### src/rtl/boardPkg.sv
//----------------------------
// Board level definitions for the music box
// Key count, default timebase divisors and the conditioned button bundle
// Imported by the input stage, the synth and the top level
//----------------------------

package boardPkg;

	//----------------------------
	// Board inputs
	//----------------------------
	localparam int KeyCount = 6; // Six music keys on the GPIO header

	//----------------------------
	// Default timebases at 50 MHz
	//----------------------------
	// Input must hold this many clocks to count as settled
	localparam int DefaultDebounceCycles = 50000; // 1 ms

	// Clocks between sample ticks
	localparam int DefaultSampleDivisor = 1563; // ~32 kHz sample rate

	// Clocks per sclk half period
	localparam int DefaultSclkDivisor = 50; // 500 kHz sclk

	//----------------------------
	// Conditioned button levels
	//----------------------------
	// Both fields are plain levels, active high
	typedef struct packed {
		logic [KeyCount-1:0] keysHeld; // 1 = key held down
		logic beeMode;                 // Toggled by each bee button press
	} uiControls_s;

endpackage

### src/rtl/audioPkg.sv
//----------------------------
// Audio path definitions
// Sample and DAC word types, the note table and the DAC frame layout
// Shared by the synth and the serializer
//----------------------------

package audioPkg;

	//----------------------------
	// Widths
	//----------------------------
	localparam int SampleWidth = 8;  // Synth output
	localparam int DacWidth = 12;    // DAC resolution
	localparam int FrameWidth = 16;  // One SPI frame

	typedef logic [SampleWidth-1:0] sample_t; // Unsigned, 0 is silence
	typedef logic [DacWidth-1:0] dacWord_t;

	//----------------------------
	// Note table
	//----------------------------
	// Half periods in sample ticks at 32 kHz
	// Index 0 is the lowest note, so the longest half period
	localparam logic [boardPkg::KeyCount-1:0][7:0] NoteHalfPeriods = {
		8'd36, // Key 5, A4
		8'd41, // Key 4, G4
		8'd46, // Key 3, F4
		8'd48, // Key 2, E4
		8'd54, // Key 1, D4
		8'd61  // Key 0, C4
	};

	//----------------------------
	// DAC frame
	//----------------------------
	localparam logic [3:0] DacControlNormal = 4'b0000; // Normal operation, no power down

	typedef struct packed {
		logic [3:0] control; // Upper nibble, shifted out first
		dacWord_t data;
	} dacFields_s;

	// Built through the fields, shifted through raw
	typedef union packed {
		dacFields_s fields;
		logic [FrameWidth-1:0] raw;
	} dacFrame_u;

	// Sample with its new-sample pulse
	typedef struct packed {
		sample_t sample;
		logic strobe; // One clock per sample tick
	} sampleBeat_s;

endpackage

### src/rtl/DacSerializer.sv
//----------------------------
// Serial DAC driver, 16 bit frames MSB first
// Scales each accepted sample by 16 and shifts it out on sclk, syncN, din
// Samples arriving mid frame are dropped
//----------------------------
`timescale 1ns/1ns

module DacSerializer #(
	parameter int SclkDivisor = boardPkg::DefaultSclkDivisor
) (
	input  logic clock_50Mhz,
	input  logic reset,
	input  audioPkg::sampleBeat_s beat,
	output logic sclk,
	output logic syncN,
	output logic din
);
	import audioPkg::*;

	localparam int DivWidth = $clog2(SclkDivisor + 1);
	localparam logic [DivWidth-1:0] DivLast = DivWidth'(SclkDivisor - 1);
	localparam int BitWidth = $clog2(FrameWidth);
	localparam logic [BitWidth-1:0] BitLast = BitWidth'(FrameWidth - 1);

	dacFrame_u frame;               // Loaded as fields, shifted as raw
	logic busy;                     // High for the whole frame
	logic accept;
	logic [DivWidth-1:0] divCount;  // Half period counter
	logic halfDone;
	logic [BitWidth-1:0] bitCount;  // Bits already shifted out
	dacWord_t scaled;

	// Sample x16 fills the 12 bit DAC range
	assign scaled = {beat.sample, {(DacWidth - SampleWidth){1'b0}}};
	assign accept = beat.strobe & ~busy; // Busy drops the strobe
	assign halfDone = (divCount == DivLast);

	//----------------------------
	// Frame register
	//----------------------------
	always_ff @(posedge clock_50Mhz) begin
		if (accept) begin
			frame.fields.control <= DacControlNormal;
			frame.fields.data <= scaled;
		end else if (busy && halfDone && sclk) begin
			frame.raw <= {frame.raw[FrameWidth-2:0], 1'b0}; // Next bit on falling sclk
		end
	end

	//----------------------------
	// sclk, bit count, syncN
	//----------------------------
	always_ff @(posedge clock_50Mhz) begin
		if (reset) begin
			busy <= 1'b0;
			syncN <= 1'b1;
			sclk <= 1'b0;
			divCount <= '0;
			bitCount <= '0;
		end else if (accept) begin
			busy <= 1'b1;
			syncN <= 1'b0; // Frame starts one clock after the strobe
			sclk <= 1'b0;
			divCount <= '0;
			bitCount <= '0;
		end else if (busy) begin
			if (halfDone) begin
				divCount <= '0;
				sclk <= ~sclk;
				if (sclk) begin
					// Falling edge ends a bit
					if (bitCount == BitLast) begin
						busy <= 1'b0; // 16th bit done, back to idle
						syncN <= 1'b1;
					end else begin
						bitCount <= bitCount + 1'b1;
					end
				end
			end else begin
				divCount <= divCount + 1'b1;
			end
		end
	end

	// MSB of the shift word, low while idle
	assign din = busy & frame.raw[FrameWidth-1];

endmodule

### src/rtl/InputConditioner.sv
//----------------------------
// Debounce for the six music keys and the bee mode button
// Outputs active high held levels plus the toggled bee mode level
//----------------------------
`timescale 1ns/1ns

module InputConditioner #(
	parameter int DebounceCycles = boardPkg::DefaultDebounceCycles
) (
	input  logic clock_50Mhz,
	input  logic reset,
	input  logic [boardPkg::KeyCount-1:0] musicKeys_n,
	input  logic beeButton_n,
	output boardPkg::uiControls_s controls
);
	import boardPkg::*;

	localparam int InputCount = KeyCount + 1;                // Keys plus bee button
	localparam int CountWidth = $clog2(DebounceCycles + 1);
	localparam logic [CountWidth-1:0] CountLast = CountWidth'(DebounceCycles - 1);

	logic [InputCount-1:0] rawInputs_n; // Bee button on top
	logic [InputCount-1:0] pressed;     // Debounced, active high
	logic beePrev;
	logic beePress;
	logic beeMode;

	assign rawInputs_n = {beeButton_n, musicKeys_n};

	//----------------------------
	// Per input debounce
	//----------------------------
	for (genvar i = 0; i < InputCount; i++) begin : gDebounce
		logic [1:0] syncFf;               // Two flop synchronizer
		logic [CountWidth-1:0] stableCount;
		logic level_n;                    // Debounced, still active low

		always_ff @(posedge clock_50Mhz) begin
			if (reset) begin
				syncFf <= 2'b11;     // Released
				stableCount <= '0;
				level_n <= 1'b1;
			end else begin
				syncFf <= {syncFf[0], rawInputs_n[i]};
				if (syncFf[1] == level_n) begin
					stableCount <= '0; // Agrees with output, nothing pending
				end else if (stableCount == CountLast) begin
					level_n <= syncFf[1]; // New level held long enough
					stableCount <= '0;
				end else begin
					stableCount <= stableCount + 1'b1;
				end
			end
		end

		assign pressed[i] = ~level_n;
	end

	//----------------------------
	// Bee mode toggle
	//----------------------------
	// Released to pressed edge of the debounced button
	assign beePress = pressed[KeyCount] & ~beePrev;

	always_ff @(posedge clock_50Mhz) begin
		if (reset) begin
			beePrev <= 1'b0;
			beeMode <= 1'b0; // Square wave after reset
		end else begin
			beePrev <= pressed[KeyCount];
			if (beePress) begin
				beeMode <= ~beeMode;
			end
		end
	end

	assign controls.keysHeld = pressed[KeyCount-1:0];
	assign controls.beeMode = beeMode;

endmodule

### src/rtl/MusicBoxTop.sv
//----------------------------
// Music box audio path, buttons to serial DAC
// Chains input conditioning, tone synthesis and the DAC serializer
// Divisors are parameters so simulation can shrink them
//----------------------------
`timescale 1ns/1ns

module MusicBoxTop #(
	parameter int DebounceCycles = boardPkg::DefaultDebounceCycles,
	parameter int SampleDivisor = boardPkg::DefaultSampleDivisor,
	parameter int SclkDivisor = boardPkg::DefaultSclkDivisor
) (
	input  logic clock_50Mhz,
	input  logic reset,                                 // Synchronous, active high
	input  logic [boardPkg::KeyCount-1:0] musicKeys_n,  // Active low keys
	input  logic beeButton_n,                           // Active low
	output logic beeModeLed,
	output logic sclk,
	output logic syncN,
	output logic din
);
	import boardPkg::*;
	import audioPkg::*;

	uiControls_s controls; // Debounced levels into the synth
	sampleBeat_s beat;     // Sample and strobe into the serializer

	//----------------------------
	// Button conditioning
	//----------------------------
	InputConditioner #(
		.DebounceCycles(DebounceCycles)
	) inputConditioner (
		.clock_50Mhz(clock_50Mhz),
		.reset(reset),
		.musicKeys_n(musicKeys_n),
		.beeButton_n(beeButton_n),
		.controls(controls)
	);

	assign beeModeLed = controls.beeMode; // LED follows the toggled level

	//----------------------------
	// Tone generation
	//----------------------------
	ToneSynth #(
		.SampleDivisor(SampleDivisor)
	) toneSynth (
		.clock_50Mhz(clock_50Mhz),
		.reset(reset),
		.controls(controls),
		.beat(beat)
	);

	//----------------------------
	// DAC output
	//----------------------------
	DacSerializer #(
		.SclkDivisor(SclkDivisor)
	) dacSerializer (
		.clock_50Mhz(clock_50Mhz),
		.reset(reset),
		.beat(beat),
		.sclk(sclk),
		.syncN(syncN),
		.din(din)
	);

endmodule

### src/rtl/ToneSynth.sv
//----------------------------
// Tone synthesizer, one 8 bit sample per sample tick
// Lowest held key picks the note, bee mode picks triangle over square
// No key held gives silence
//----------------------------
`timescale 1ns/1ns

module ToneSynth #(
	parameter int SampleDivisor = boardPkg::DefaultSampleDivisor
) (
	input  logic clock_50Mhz,
	input  logic reset,
	input  boardPkg::uiControls_s controls,
	output audioPkg::sampleBeat_s beat
);
	import boardPkg::*;
	import audioPkg::*;

	localparam int TickWidth = $clog2(SampleDivisor + 1);
	localparam logic [TickWidth-1:0] TickLast = TickWidth'(SampleDivisor - 1);
	localparam int KeyIndexWidth = $clog2(KeyCount);
	localparam int PhaseWidth = 8; // Fits the longest half period

	// Triangle step per tick so the ramp reaches full scale within a half period
	function automatic logic [KeyCount-1:0][7:0] buildRampSteps();
		logic [KeyCount-1:0][7:0] steps;
		int halfTicks;
		for (int k = 0; k < KeyCount; k++) begin
			halfTicks = int'(NoteHalfPeriods[k]) - 1;
			steps[k] = 8'((255 + halfTicks - 1) / halfTicks); // Round up
		end
		return steps;
	endfunction

	localparam logic [KeyCount-1:0][7:0] RampSteps = buildRampSteps();

	logic [TickWidth-1:0] tickCount;
	logic tick;
	logic anyKey;
	logic [KeyIndexWidth-1:0] chosenKey;   // Lowest held key
	logic [KeyIndexWidth-1:0] activeKey;   // Key the phase belongs to
	logic keyActive;
	logic [PhaseWidth-1:0] phase;
	logic [PhaseWidth-1:0] nextPhase;
	logic waveHalf;                        // 0 = first half of the period
	logic nextHalf;
	logic [15:0] ramp;
	sample_t rampClamped;
	sample_t nextSample;

	//----------------------------
	// Sample tick divider
	//----------------------------
	assign tick = (tickCount == TickLast);

	always_ff @(posedge clock_50Mhz) begin
		if (reset) begin
			tickCount <= '0;
		end else begin
			tickCount <= tick ? '0 : tickCount + 1'b1;
		end
	end

	// Descending scan so the lowest held key wins
	always_comb begin
		anyKey = |controls.keysHeld;
		chosenKey = '0;
		for (int k = KeyCount - 1; k >= 0; k--) begin
			if (controls.keysHeld[k]) chosenKey = KeyIndexWidth'(k);
		end
	end

	//----------------------------
	// Note phase and waveform
	//----------------------------
	always_comb begin
		nextPhase = phase + 1'b1;
		nextHalf = waveHalf;
		if (!anyKey || !keyActive || chosenKey != activeKey) begin
			nextPhase = '0;  // Silence or new note restarts the period
			nextHalf = 1'b0;
		end else if (phase == NoteHalfPeriods[chosenKey] - 1'b1) begin
			nextPhase = '0;  // Wrap, next half
			nextHalf = ~waveHalf;
		end

		ramp = {8'd0, nextPhase} * {8'd0, RampSteps[chosenKey]};
		rampClamped = (ramp > 16'd255) ? 8'd255 : ramp[7:0];

		if (!anyKey) begin
			nextSample = '0;
		end else if (controls.beeMode) begin
			nextSample = nextHalf ? 8'd255 - rampClamped : rampClamped; // Triangle
		end else begin
			nextSample = nextHalf ? 8'd0 : 8'd255; // Square
		end
	end

	always_ff @(posedge clock_50Mhz) begin
		if (reset) begin
			keyActive <= 1'b0;
			activeKey <= '0;
			phase <= '0;
			waveHalf <= 1'b0;
			beat.sample <= '0;
			beat.strobe <= 1'b0;
		end else begin
			beat.strobe <= tick; // Exactly one clock per tick
			if (tick) begin
				keyActive <= anyKey;
				activeKey <= chosenKey;
				phase <= nextPhase;
				waveHalf <= nextHalf;
				beat.sample <= nextSample;
			end
		end
	end

endmodule

### config.mk
export PLATFORM = sky130hd
export DESIGN_NAME = MusicBoxTop
export DESIGN_NICKNAME = d
export VERILOG_FILES = /design/src/rtl/boardPkg.sv /design/src/rtl/audioPkg.sv /design/src/rtl/DacSerializer.sv /design/src/rtl/InputConditioner.sv /design/src/rtl/MusicBoxTop.sv /design/src/rtl/ToneSynth.sv
export SDC_FILE = /design/constraint.sdc
export NUM_CORES = 1
export LEC_CHECK = 0
export ABC_AREA = 1
export ABC_CLOCK_PERIOD_IN_PS = 6400
export BUFFER_PORTS_ARGS = -buffer_cell sky130_fd_sc_hd__buf_2
export CAP_MARGIN = 20
export CORE_MARGIN = 1.5
export CORE_UTILIZATION = 63
export DETAILED_ROUTE_END_ITERATION = 8
export PLACE_DENSITY_LB_ADDON = 0.2
export SLEW_MARGIN = 20
export SYNTH_ARGS = -nofsm -noshare
export SYNTH_HDL_FRONTEND = slang
export SYNTH_SLANG_ARGS = --single-unit
### constraint.sdc
create_clock -name clock_50Mhz -period 6.4 [get_ports clock_50Mhz]
set_input_delay 1.28 -clock clock_50Mhz [delete_from_list [all_inputs] [get_ports clock_50Mhz]]
set_output_delay 1.28 -clock clock_50Mhz [all_outputs]
set_load 0.005 [all_outputs]
==> results.py, run 1 <==
metrics = {
    "outcome": {
        "outcome": "complete, but fails checks",
        "violations": "DRC",
    },
    "logic_synthesis": {
        "avgSynthCellArea_um2": 7.486,
        "async_reset_ff_share_pct": 0,
        "ys_types": 39,
        "syn_nets": 1339,
        "synth_top_area_cell": "dfxtp_1",
        "synth_cells": 1269,
        "yosysWarnings": 0,
        "ys_ff_latch": 193,
        "synth_flop_cell": "dfxtp_1",
        "yosysSeqAreaShare_pct": 41.51,
        "yosys.area.top_type_share_pct": 38.98,
        "yosys-top-cells-area": "dfxtp_1, nand2_1, inv_1, nor2_1, ha_1",
        "synth_edf_count": 8,
        "syn_area_um2": 9500,
    },
    "clock_tree": {
        "clock-sinks": 193,
        "cts_hold_buffers": 0,
        "numCtsBuffers": 17,
        "clk_pin_slew_worst_paths_ps": 70,
        "cts_setup_buffers": 0,
        "ctsLongestPathBuffers": 2,
        "cts_tree": "yes",
        "htree_levels": 4,
        "postCtsResizedCells": 0,
        "ctsRootBufferMaster": "clkbuf_16",
        "clk_latency_ps": 430,
    },
    "floorplan": {
        "ios": 13,
        "die_y_um": 125.8,
        "die_area_um2": 15830,
        "num_rows": 44,
        "core_area_um2": 14640,
        "start_util_pct": 64.88,
        "die_w_um": 125.8,
    },
    "setup_path": {
        "path_delay_family": "adder cells",
        "crit_top_cell": "nand2_1",
        "reg2reg_from": "inputConditioner.gDebounce[4].level_n",
        "end_kind": "flop",
        "critPathMaxFanout": 9,
        "reg2reg_depth": 36,
        "start_kind": "flop",
        "timing.rr.end": "toneSynth.beat[7]",
        "cp.arrival_ps": 6100,
        "critPathKind": "reg2reg",
        "rrSetupSlack_ps": 630,
        "path_buf_inv": 4,
        "critical_path_required_ps": 6730,
        "slowest_stage": "fa_1",
        "cpPeakStageDelay_ps": 500,
    },
    "grt": {
        "grt_pass1_vias": 7292,
        "grt_usage_pct": 23.17,
        "grt_max_degree": 26,
        "overflow": 0,
        "grt_antenna_before_repair": 0,
        "grt_pass1_wl_um": 30630,
    },
    "sta": {
        "period_needed_ps": 5766,
        "holdWs_ps": 412.0,
        "final.setup.tns_ps": 0,
        "finClkSkew_ps": 6.813,
        "slew_headroom_pct": 51.25,
        "finalHoldViolations": 0,
        "fmax_ghz": 0.1734,
        "max_slew.worst_pin.slew_ps": 729.5,
        "final.period_utilization_pct": 90.09,
        "grt_setup_unrepaired": "false",
        "finalSetupViolCount": 0,
        "maxSlewViolCount": 0,
    },
    "pwr": {
        "p_per_area_nw_per_um2": 225.7,
        "ir_worst_vdd_v": 0.0002167,
        "total_power_mw": 2.329,
        "leakage_nw": 4.251,
    },
    "layout": {
        "final_util_pct": 70.48,
        "nFillCells": 1225,
        "syn_to_final_growth_pct": 8.639,
        "drive_gt1_share_pct": 6.790,
        "antenna_cells": 0,
        "final_nets": 1353,
    },
    "worst_hold_path": {
        "hp-class": "reg2reg",
        "hp-start": "inputConditioner.gDebounce[1].syncFf[0]",
        "hold_path_end": "inputConditioner.gDebounce[1].syncFf[1]",
        "worstHoldPathCells": 1,
    },
    "placed_design": {
        "place.port_buffers": 12,
        "routabilityCongestion": 0.8993,
        "dpl.hpwl_um": 12160,
    },
    "routing": {
        "vias": 7827,
        "ant_nets": 0,
        "first_pass_iters": 9,
        "first_iter_violations": 434,
        "drc_errors": 2,
        "via_per_inst": 5.289,
        "drt-wirelength-per-cell_um": 11.63,
        "wirelength_um": 17210,
    },
    "flow_run": {
        "max-cap-violations": 0,
    },
}
[layer usage]
metal  track usage, %  vias to the layer above  wire [um]
met5                0                        -          0
met4            6.626                        0        197
met3            4.970                       17        581
met2            41.50                      112       8274
met1            28.09                     3559       8152
li1                 -                     4139          -
[report_power, final]
part / switching (mW) / total [mW] / internal [mW] / leakage, nW
combinational: 0.0202 / 0.0297 / 0.00950 / 2.39
sequential: 0.00398 / 1.22 / 1.21 / 1.57
clock: 0.461 / 1.08 / 0.621 / 0.292
total: 0.485 / 2.33 / 1.84 / 4.25
[worst reg2reg max path: cells and delay by family (launching register included)]
| kind | cells | cell delay [ps] |
|---|---|---|
| flops | 1 | 430 |
| fa+ha+maj | 6 | 2240 |
| simple gates | 22 | 2010 |
| compound gates | 3 | 470 |
| buf+inv | 4 | 340 |
| xor+xnor | 1 | 160 |
[cell type report]
class | count | area (um^2) | share of cell area (%)
Multi-Input combinational cell | 866 | 4757 | 46.09
Sequential cell | 193 | 3944 | 38.21
Inverter | 193 | 724.4 | 7.019
Clock buffer | 18 | 429.2 | 4.158
Tap cell | 184 | 230.2 | 2.231
Clock inverter | 14 | 176.4 | 1.709
Timing Repair Buffer | 12 | 60.06 | 0.5819
[synth_stat cells (5+ instances only)]
master and n:
a21oi_1 74, a31oi_1 5, clkbuf_1 15, dfxtp_1 185, edfxtp_1 8, fa_1 13
ha_1 48, inv_1 189, nand2_1 217, nand2_2 12, nand3_1 55, nand4_1 27
nor2_1 178, nor2_2 8, nor3_1 57, nor3b_1 17, nor4_1 18, o21a_1 7
o21ai_0 49, o22ai_1 11, or2_2 20, xor2_1 26
[logic make-up (layout without fill, tap and decap cells)]
logic type | after synthesis | in the layout | synth area share, %
compound gates | 156 | 156 | 8.850
xor+xnor | 29 | 29 | 2.674
fa+ha+maj | 61 | 61 | 9.061
buf+inv | 210 | 237 | 8.416
flops | 193 | 193 | 41.51
simple gates | 620 | 620 | 29.49
[cells in the final DEF (no fill, tap or decap), drive strengths merged, types with 3 or more instances in the layout]
| master | netlist | final |
|---|---|---|
| nand2 | 229 | 229 |
| a21oi | 74 | 74 |
| o21ai | 50 | 50 |
| nor3b | 17 | 17 |
| nand3b | 3 | 3 |
| xnor2 | 3 | 3 |
| fa | 13 | 13 |
| nor4 | 18 | 18 |
| nand4 | 27 | 27 |
| o21a | 7 | 7 |
| a31oi | 5 | 5 |
| clkbuf | 15 | 18 |
| buf | 2 | 12 |
| bufinv | 0 | 3 |
| edfxtp | 8 | 8 |
| ha | 48 | 48 |
| dfxtp | 185 | 185 |
| xor2 | 26 | 26 |
| o22ai | 11 | 11 |
| or2 | 20 | 20 |
| clkinv | 3 | 7 |
| nor3 | 57 | 57 |
| inv | 190 | 195 |
| nor2 | 187 | 187 |
| nand3 | 58 | 58 |
[metrics by stage]
step | cell area, um^2 | worst slack [ps] | instances
2_1_floorplan | 9500 | 1350 | 1269
3_3_place_gp | 9716 | 897.6 | 1448
3_5_place_dp | 9716 | 700.8 | 1448
4_1_cts | 10320 | 657.3 | 1480
5_1_grt | 10320 | 78.44 | 1480
6_report | 10320 | 634.2 | 1480
[sequential cells by signal, summed over array words and instances (netlist names), 4 cells and up]
name                                    flops
toneSynth.phase                             8
inputConditioner.gDebounce.stableCount    112
toneSynth.tickCount                        11
toneSynth.beat                              9
dacSerializer.divCount                      6
dacSerializer.bitCount                      4
dacSerializer.frame                        12
inputConditioner.gDebounce.level_n          7
inputConditioner.gDebounce.syncFf          14
[worst max-delay path by stage]
stage	startpoint	cells past startpoint	end	slack, ps
floorplan	inputConditioner.gDebounce[5].level_n	40	toneSynth.beat[8]	1350
global placement	inputConditioner.gDebounce[4].level_n	37	toneSynth.beat[8]	900
detailed placement	inputConditioner.gDebounce[4].level_n	36	toneSynth.beat[7]	700
CTS	inputConditioner.gDebounce[4].level_n	36	toneSynth.beat[7]	660
global route	inputConditioner.gDebounce[4].level_n	37	toneSynth.beat[7]	80
finish	inputConditioner.gDebounce[4].level_n	36	toneSynth.beat[7]	630
Note: power is estimated with default switching activity, not from simulation.
==> inputs of run 2 (changes only) <==
- ABC_CLOCK_PERIOD_IN_PS: 6400 -> 7300
- CORE_UTILIZATION: 63 -> 68
- clock period: 6.4 -> 7.3 ns (I/O delays scaled with it)
==> run 2 against run 1 <==
The run now ends clean. Setup slack improved by 890 ps. Non-clock buffer count did not move. Die area fell by 7.2%. Critical endpoint unchanged. Largest power group unchanged.
==> results.py, run 2 (same netlist as run 1, synthesis figures left out) <==
metrics = {
    "clock_tree": {
        "ctsRootBufferMaster": "clkbuf_16",
        "ctsLongestPathBuffers": 2,
        "htree_levels": 4,
        "clk_pin_slew_worst_paths_ps": 70,
        "cts_setup_buffers": 0,
        "clk_latency_ps": 430,
        "numCtsBuffers": 17,
        "cts_hold_buffers": 0,
        "postCtsResizedCells": 0,
        "clock-sinks": 193,
        "cts_tree": "yes",
    },
    "setup_path": {
        "crit_top_cell": "nand2_1",
        "slowest_stage": "fa_1",
        "critPathKind": "reg2reg",
        "end_kind": "flop",
        "critPathMaxFanout": 9,
        "start_kind": "flop",
        "critical_path_required_ps": 7630,
        "cp.arrival_ps": 6100,
        "cpPeakStageDelay_ps": 490,
    },
    "outcome": {
        "outcome": "finished clean",
    },
    "routing": {
        "drt-wirelength-per-cell_um": 11.85,
        "first_pass_iters": 5,
        "ant_nets": 0,
        "drc_errors": 0,
        "first_iter_violations": 393,
        "vias": 7820,
        "wirelength_um": 17490,
        "via_per_inst": 5.298,
    },
    "layout": {
        "largest_registers": "inputConditioner.gDebounce.stableCount (112), inputConditioner.gDebounce.syncFf (14), dacSerializer.frame (12)",
        "syn_to_final_growth_pct": 8.271,
        "final_nets": 1353,
        "drive_gt1_share_pct": 6.713,
        "regArea_um2": 3944,
        "nFillCells": 1045,
        "largest_register": "inputConditioner.gDebounce.stableCount",
        "largest_reg_flops": 112,
        "antenna_cells": 0,
        "multiInputGateArea_um2": 4757,
        "mostFrequentLayoutCells": "nand2_1, inv_1, dfxtp_1, nor2_1, a21oi_1",
        "layout_commonest_cell": "nand2_1",
    },
    "sta": {
        "max_slew.worst_pin.slew_ps": 730.3,
        "finClkSkew_ps": 8.878,
        "fmax_ghz": 0.1731,
        "finalSetupViolCount": 0,
        "setup_slack_ps": 1524,
        "grt_setup_unrepaired": "false",
        "final.period_utilization_pct": 79.12,
        "period_needed_ps": 5776,
        "slew_headroom_pct": 51.19,
        "finalHoldViolations": 0,
        "maxSlewViolCount": 0,
        "final.setup.tns_ps": 0,
    },
    "placed_design": {
        "place.port_buffers": 12,
        "place_ws_ps": 1640,
        "routabilityCongestion": 0.8656,
        "dpl.hpwl_um": 12730,
    },
    "worst_hold_path": {
        "hp-class": "reg2reg",
    },
    "grt": {
        "grt_pass1_vias": 7380,
        "overflow": 0,
        "grt_max_degree": 26,
        "grt_usage_pct": 25.19,
        "grt_antenna_before_repair": 0,
        "grt_pass1_wl_um": 30390,
    },
    "floorplan": {
        "ios": 13,
        "core_area_um2": 13770,
        "die_area_um2": 14690,
        "start_util_pct": 68.98,
        "die_y_um": 121.2,
        "num_rows": 43,
        "die_w_um": 121.2,
    },
    "pwr": {
        "p_per_area_nw_per_um2": 194.3,
        "leakage_nw": 4.236,
        "ir_worst_vdd_v": 0.0001753,
    },
    "flow_run": {
        "max-cap-violations": 0,
    },
}
## run 2: layer usage
metal  track usage [%]  vias to the layer above  part of all wire, %
met5                 0                        -                    0
met4             7.574                        0                  1.1
met3             5.216                       18                  2.9
met2             44.85                       87                   48
met1             30.60                     3568                   47
li1                  -                     4147                    -
## run 2: through the flow
| step | power, mW | utilization (%) | hold WS [ps] | area, um^2 | cells |
|---|---|---|---|---|---|
| after floorplan | 1.110 | - | 389.5 | 9500 | 1269 |
| after global placement | 1.117 | 70.50 | 391.4 | 9711 | 1444 |
| after detailed placement | 1.118 | 70.50 | 398.5 | 9711 | 1444 |
| after CTS | 2.012 | 74.68 | 417.0 | 10290 | 1476 |
| after global routing | 2.060 | 74.68 | 425.7 | 10290 | 1476 |
| final | 1.998 | 74.68 | 413.7 | 10290 | 1476 |
## run 2: path summary, 6_finish.rpt
kind / start / to / slack (ps) / cells past startpoint
worst max-delay path: inputConditioner.gDebounce[4].level_n / toneSynth.beat[7] / 1520 / 36
worst min-delay path: inputConditioner.gDebounce[0].syncFf[0] / inputConditioner.gDebounce[0].syncFf[1] / 410 / 1
worst max register to register: inputConditioner.gDebounce[4].level_n / toneSynth.beat[7] / 1520 / 36
worst min register to register: inputConditioner.gDebounce[0].syncFf[0] / inputConditioner.gDebounce[0].syncFf[1] / 410 / 1
## run 2: layout make-up
type	count	share of cell area (%)
Inverter	193	7.043
Multi-Input combinational cell	866	46.25
Tap cell	180	2.190
Clock inverter	12	1.253
Timing Repair Buffer	12	0.5839
Sequential cell	193	38.34
Clock buffer	20	4.343
## run 2: worst max-delay path: cells and delay by family (launching register included)
family / cells / cell delay (ps)
adder cells (fa/ha/maj): 6 / 2230
AND/OR/NAND/NOR: 22 / 2040
AO/OA/AOI/OAI: 3 / 510
flip-flops: 1 / 390
buffers and inverters: 4 / 330
XOR/XNOR: 1 / 170
## run 2: power breakdown
part | total (mW) | internal [mW] | switching (mW)
registers | 1.07 | 1.06 | 0.00358
clock network | 0.904 | 0.489 | 0.415
logic | 0.0261 | 0.00833 | 0.0177
==> inputs of run 3 (changes only) <==
- ABC_AREA: 1 -> 0
- ABC_CLOCK_PERIOD_IN_PS: 7300 -> 5700
- CORE_UTILIZATION: 68 -> 63
- clock period: 7.3 -> 5.7 ns (I/O delays scaled with it)
==> run 3 against run 2 <==
The run now ends with setup timing left. Worst hold slack lost 3.9 ps. Via count fell by 8.8%. Clock skew fell by 0.70 ps. First-iteration DRC count shrank 3.1%. Final cell count decreased by 9.7%. Setup slack worse by 1600 ps. Critical path depth down 9. Sequential share of layout area decreased by 1.4 points.
==> results.py, run 3 <==
metrics = {
    "outcome": {
        "outcome": "complete, but fails checks",
        "violations": "setup timing",
    },
    "logic_synthesis": {
        "synth_cells": 1098,
        "synthMuxAreaShare_pct": 0.3326,
        "yosys.area.top_type_share_pct": 39.38,
        "synth_edf_count": 8,
        "yosysSeqAreaShare_pct": 41.94,
        "synth-xor-area-share_pct": 12.85,
        "yosys.area_share.adder_pct": 9.154,
        "avgSynthCellArea_um2": 8.565,
        "synth-compound-area-share_pct": 5.415,
        "synth_top_family_by_area": "simple AND/OR/NAND/NOR gates",
        "synth_flop_cell": "dfxtp_1",
        "yosysWarnings": 0,
        "syn_area_um2": 9404,
        "yosysMostFrequentCell": "nor2_1",
        "synth_top_area_cell": "dfxtp_1",
        "ys_types": 59,
        "async_reset_ff_share_pct": 0,
        "ys_ff_latch": 193,
        "yosys-top-cells-area": "dfxtp_1, nor2_1, xor2_1, ha_1, xnor2_1",
        "synth-simple-area-share_pct": 26.89,
        "syn_nets": 1168,
        "synth_common_cells": "nor2_1, dfxtp_1, nand2_1",
    },
    "placed_design": {
        "place.port_buffers": 12,
        "place_inst": 1299,
        "place_ws_ps": -131.5,
        "dpl.hpwl_um": 11700,
        "routabilityCongestion": 0.8576,
    },
    "setup_path": {
        "reg2reg_depth": 27,
        "end_kind": "flop",
        "critPathKind": "reg2reg",
        "cpPeakStageDelay_ps": 550,
        "path_buf_inv": 3,
        "start_kind": "flop",
        "cp_num_cells": 27,
        "cp.arrival_ps": 6050,
        "slowest_stage": "or4_4",
        "critical_path_required_ps": 5990,
        "critPathMaxFanout": 8,
        "path_delay_family": "adder cells",
    },
    "floorplan": {
        "die_y_um": 125.2,
        "ios": 13,
        "die_w_um": 125.2,
        "die_area_um2": 15670,
        "core_area_um2": 14530,
        "num_rows": 44,
        "start_util_pct": 64.70,
    },
    "clock_tree": {
        "clock-sinks": 193,
        "clk_pin_slew_worst_paths_ps": 70,
        "htree_levels": 4,
        "cts_tree": "yes",
        "ctsRootBufferMaster": "clkbuf_16",
        "ctsLongestPathBuffers": 2,
        "clk_latency_ps": 430,
        "numCtsBuffers": 17,
    },
    "pwr": {
        "total_power_mw": 2.612,
        "p_per_area_nw_per_um2": 244.4,
        "leakage_nw": 4.123,
        "ir_worst_vdd_v": 0.0002210,
    },
    "routing": {
        "ant_nets": 0,
        "wirelength_um": 17180,
        "vias": 7133,
        "drt-wirelength-per-cell_um": 12.88,
        "via_per_inst": 5.351,
        "first_iter_violations": 381,
        "drc_errors": 0,
        "first_pass_iters": 4,
    },
    "grt": {
        "grt_antenna_before_repair": 0,
        "grt_pass1_vias": 6785,
        "grt_max_degree": 49,
        "overflow": 0,
        "grt_usage_pct": 22.69,
        "grt_pass1_wl_um": 29790,
    },
    "sta": {
        "period_needed_ps": 5754,
        "finalHoldViolations": 0,
        "final.setup.tns_ps": -150.0,
        "setup_slack_ps": -53.82,
        "slew_headroom_pct": 43.91,
        "fmax_ghz": 0.1738,
        "max_slew.worst_pin.slew_ps": 841.4,
        "holdWs_ps": 409.7,
        "finalSetupViolCount": 6,
        "final.period_utilization_pct": 100.9,
        "grt_setup_unrepaired": "true",
        "maxSlewViolCount": 0,
        "finClkSkew_ps": 8.179,
    },
    "layout": {
        "layout_commonest_cell": "nor2_1",
        "antenna_cells": 0,
        "mostFrequentLayoutCells": "nor2_1, dfxtp_1, nand2_1, xor2_1, xnor2_1",
        "fin_cells": 1333,
        "drive_gt1_share_pct": 12.36,
        "largest_register": "inputConditioner.gDebounce.stableCount",
        "nFillCells": 1091,
        "final_nets": 1207,
        "largest_registers": "inputConditioner.gDebounce.stableCount (112), inputConditioner.gDebounce.syncFf (14), dacSerializer.frame (12)",
        "largest_reg_flops": 112,
        "syn_to_final_growth_pct": 13.66,
    },
    "worst_hold_path": {
        "hp-class": "reg2reg",
        "worstHoldPathCells": 1,
    },
    "flow_run": {
        "max-cap-violations": 0,
    },
}
==> run 3: power breakdown <==
group | total, mW | switching, mW | internal (mW) | leakage, nW
Clock | 1.21 | 0.513 | 0.700 | 0.286
Sequential | 1.37 | 0.00548 | 1.36 | 1.57
Combinational | 0.0297 | 0.0195 | 0.0102 | 2.27
Total | 2.61 | 0.538 | 2.07 | 4.12
==> run 3: stage by stage <==
step                area [um^2]  utilization (%)
floorplan                  9513                -
global placement           9945            68.42
detailed placement         9945            68.42
CTS                       10580            72.78
global route              10690            73.55
finish                    10690            73.55
==> run 3: final cells by class <==
| cell class | instances | area (um^2) | share of cell area (%) |
|---|---|---|---|
| Clock buffer | 22 | 485.5 | 4.542 |
| Clock inverter | 9 | 120.1 | 1.124 |
| Inverter | 49 | 183.9 | 1.721 |
| Multi-Input combinational cell | 823 | 5350 | 50.05 |
| Sequential cell | 193 | 3948 | 36.93 |
| Tap cell | 184 | 230.2 | 2.154 |
| Timing Repair Buffer | 53 | 371.6 | 3.477 |
==> run 3: kinds of logic (layout without fill, tap and decap cells) <==
logic type	Yosys count	after routing
muxes	3	3
xor gates and xnor gates	138	138
adders and majority gates	61	61
buffers and inverters	82	133
DFF	193	193
and+or+nand+nor	543	543
AOI/OAI and AO/OA	78	78
==> run 3: routing by layer <==
| layer | global-route usage (%) | part of all wire, % | up-vias |
|---|---|---|---|
| met4 | 8.623 | 1.4 | 0 |
| met1 | 28.63 | 47 | 3318 |
| li1 | - | - | 3705 |
| met3 | 4.878 | 2.6 | 20 |
| met2 | 38.25 | 49 | 90 |
| met5 | 0 | 0 | - |
==> run 3: repair_timing <==
action	CTS	global route
pin swaps	2	21
hold endpoints to repair	0	0
gates resized for setup	6	23
setup endpoints to repair	8	8
setup buffers	1	2
hold buffers	0	0
==> run 3: path summary, 6_finish.rpt <==
path	start	endpoint	slack, ps
max	inputConditioner.gDebounce[0].level_n	toneSynth.beat[1]	-50
min reg2reg	inputConditioner.gDebounce[5].syncFf[0]	inputConditioner.gDebounce[5].syncFf[1]	410
min	inputConditioner.gDebounce[5].syncFf[0]	inputConditioner.gDebounce[5].syncFf[1]	410
max reg2reg	inputConditioner.gDebounce[0].level_n	toneSynth.beat[1]	-50
==> run 3: worst reg2reg max path: cells and delay by family, from the launching register on <==
family / cells / cell delay [ps]
xor+xnor: 2 / 300
simple gates: 8 / 1160
compound gates: 7 / 1190
mux: 1 / 300
fa+ha+maj: 6 / 1910
buf+inv: 3 / 310
flops: 1 / 460
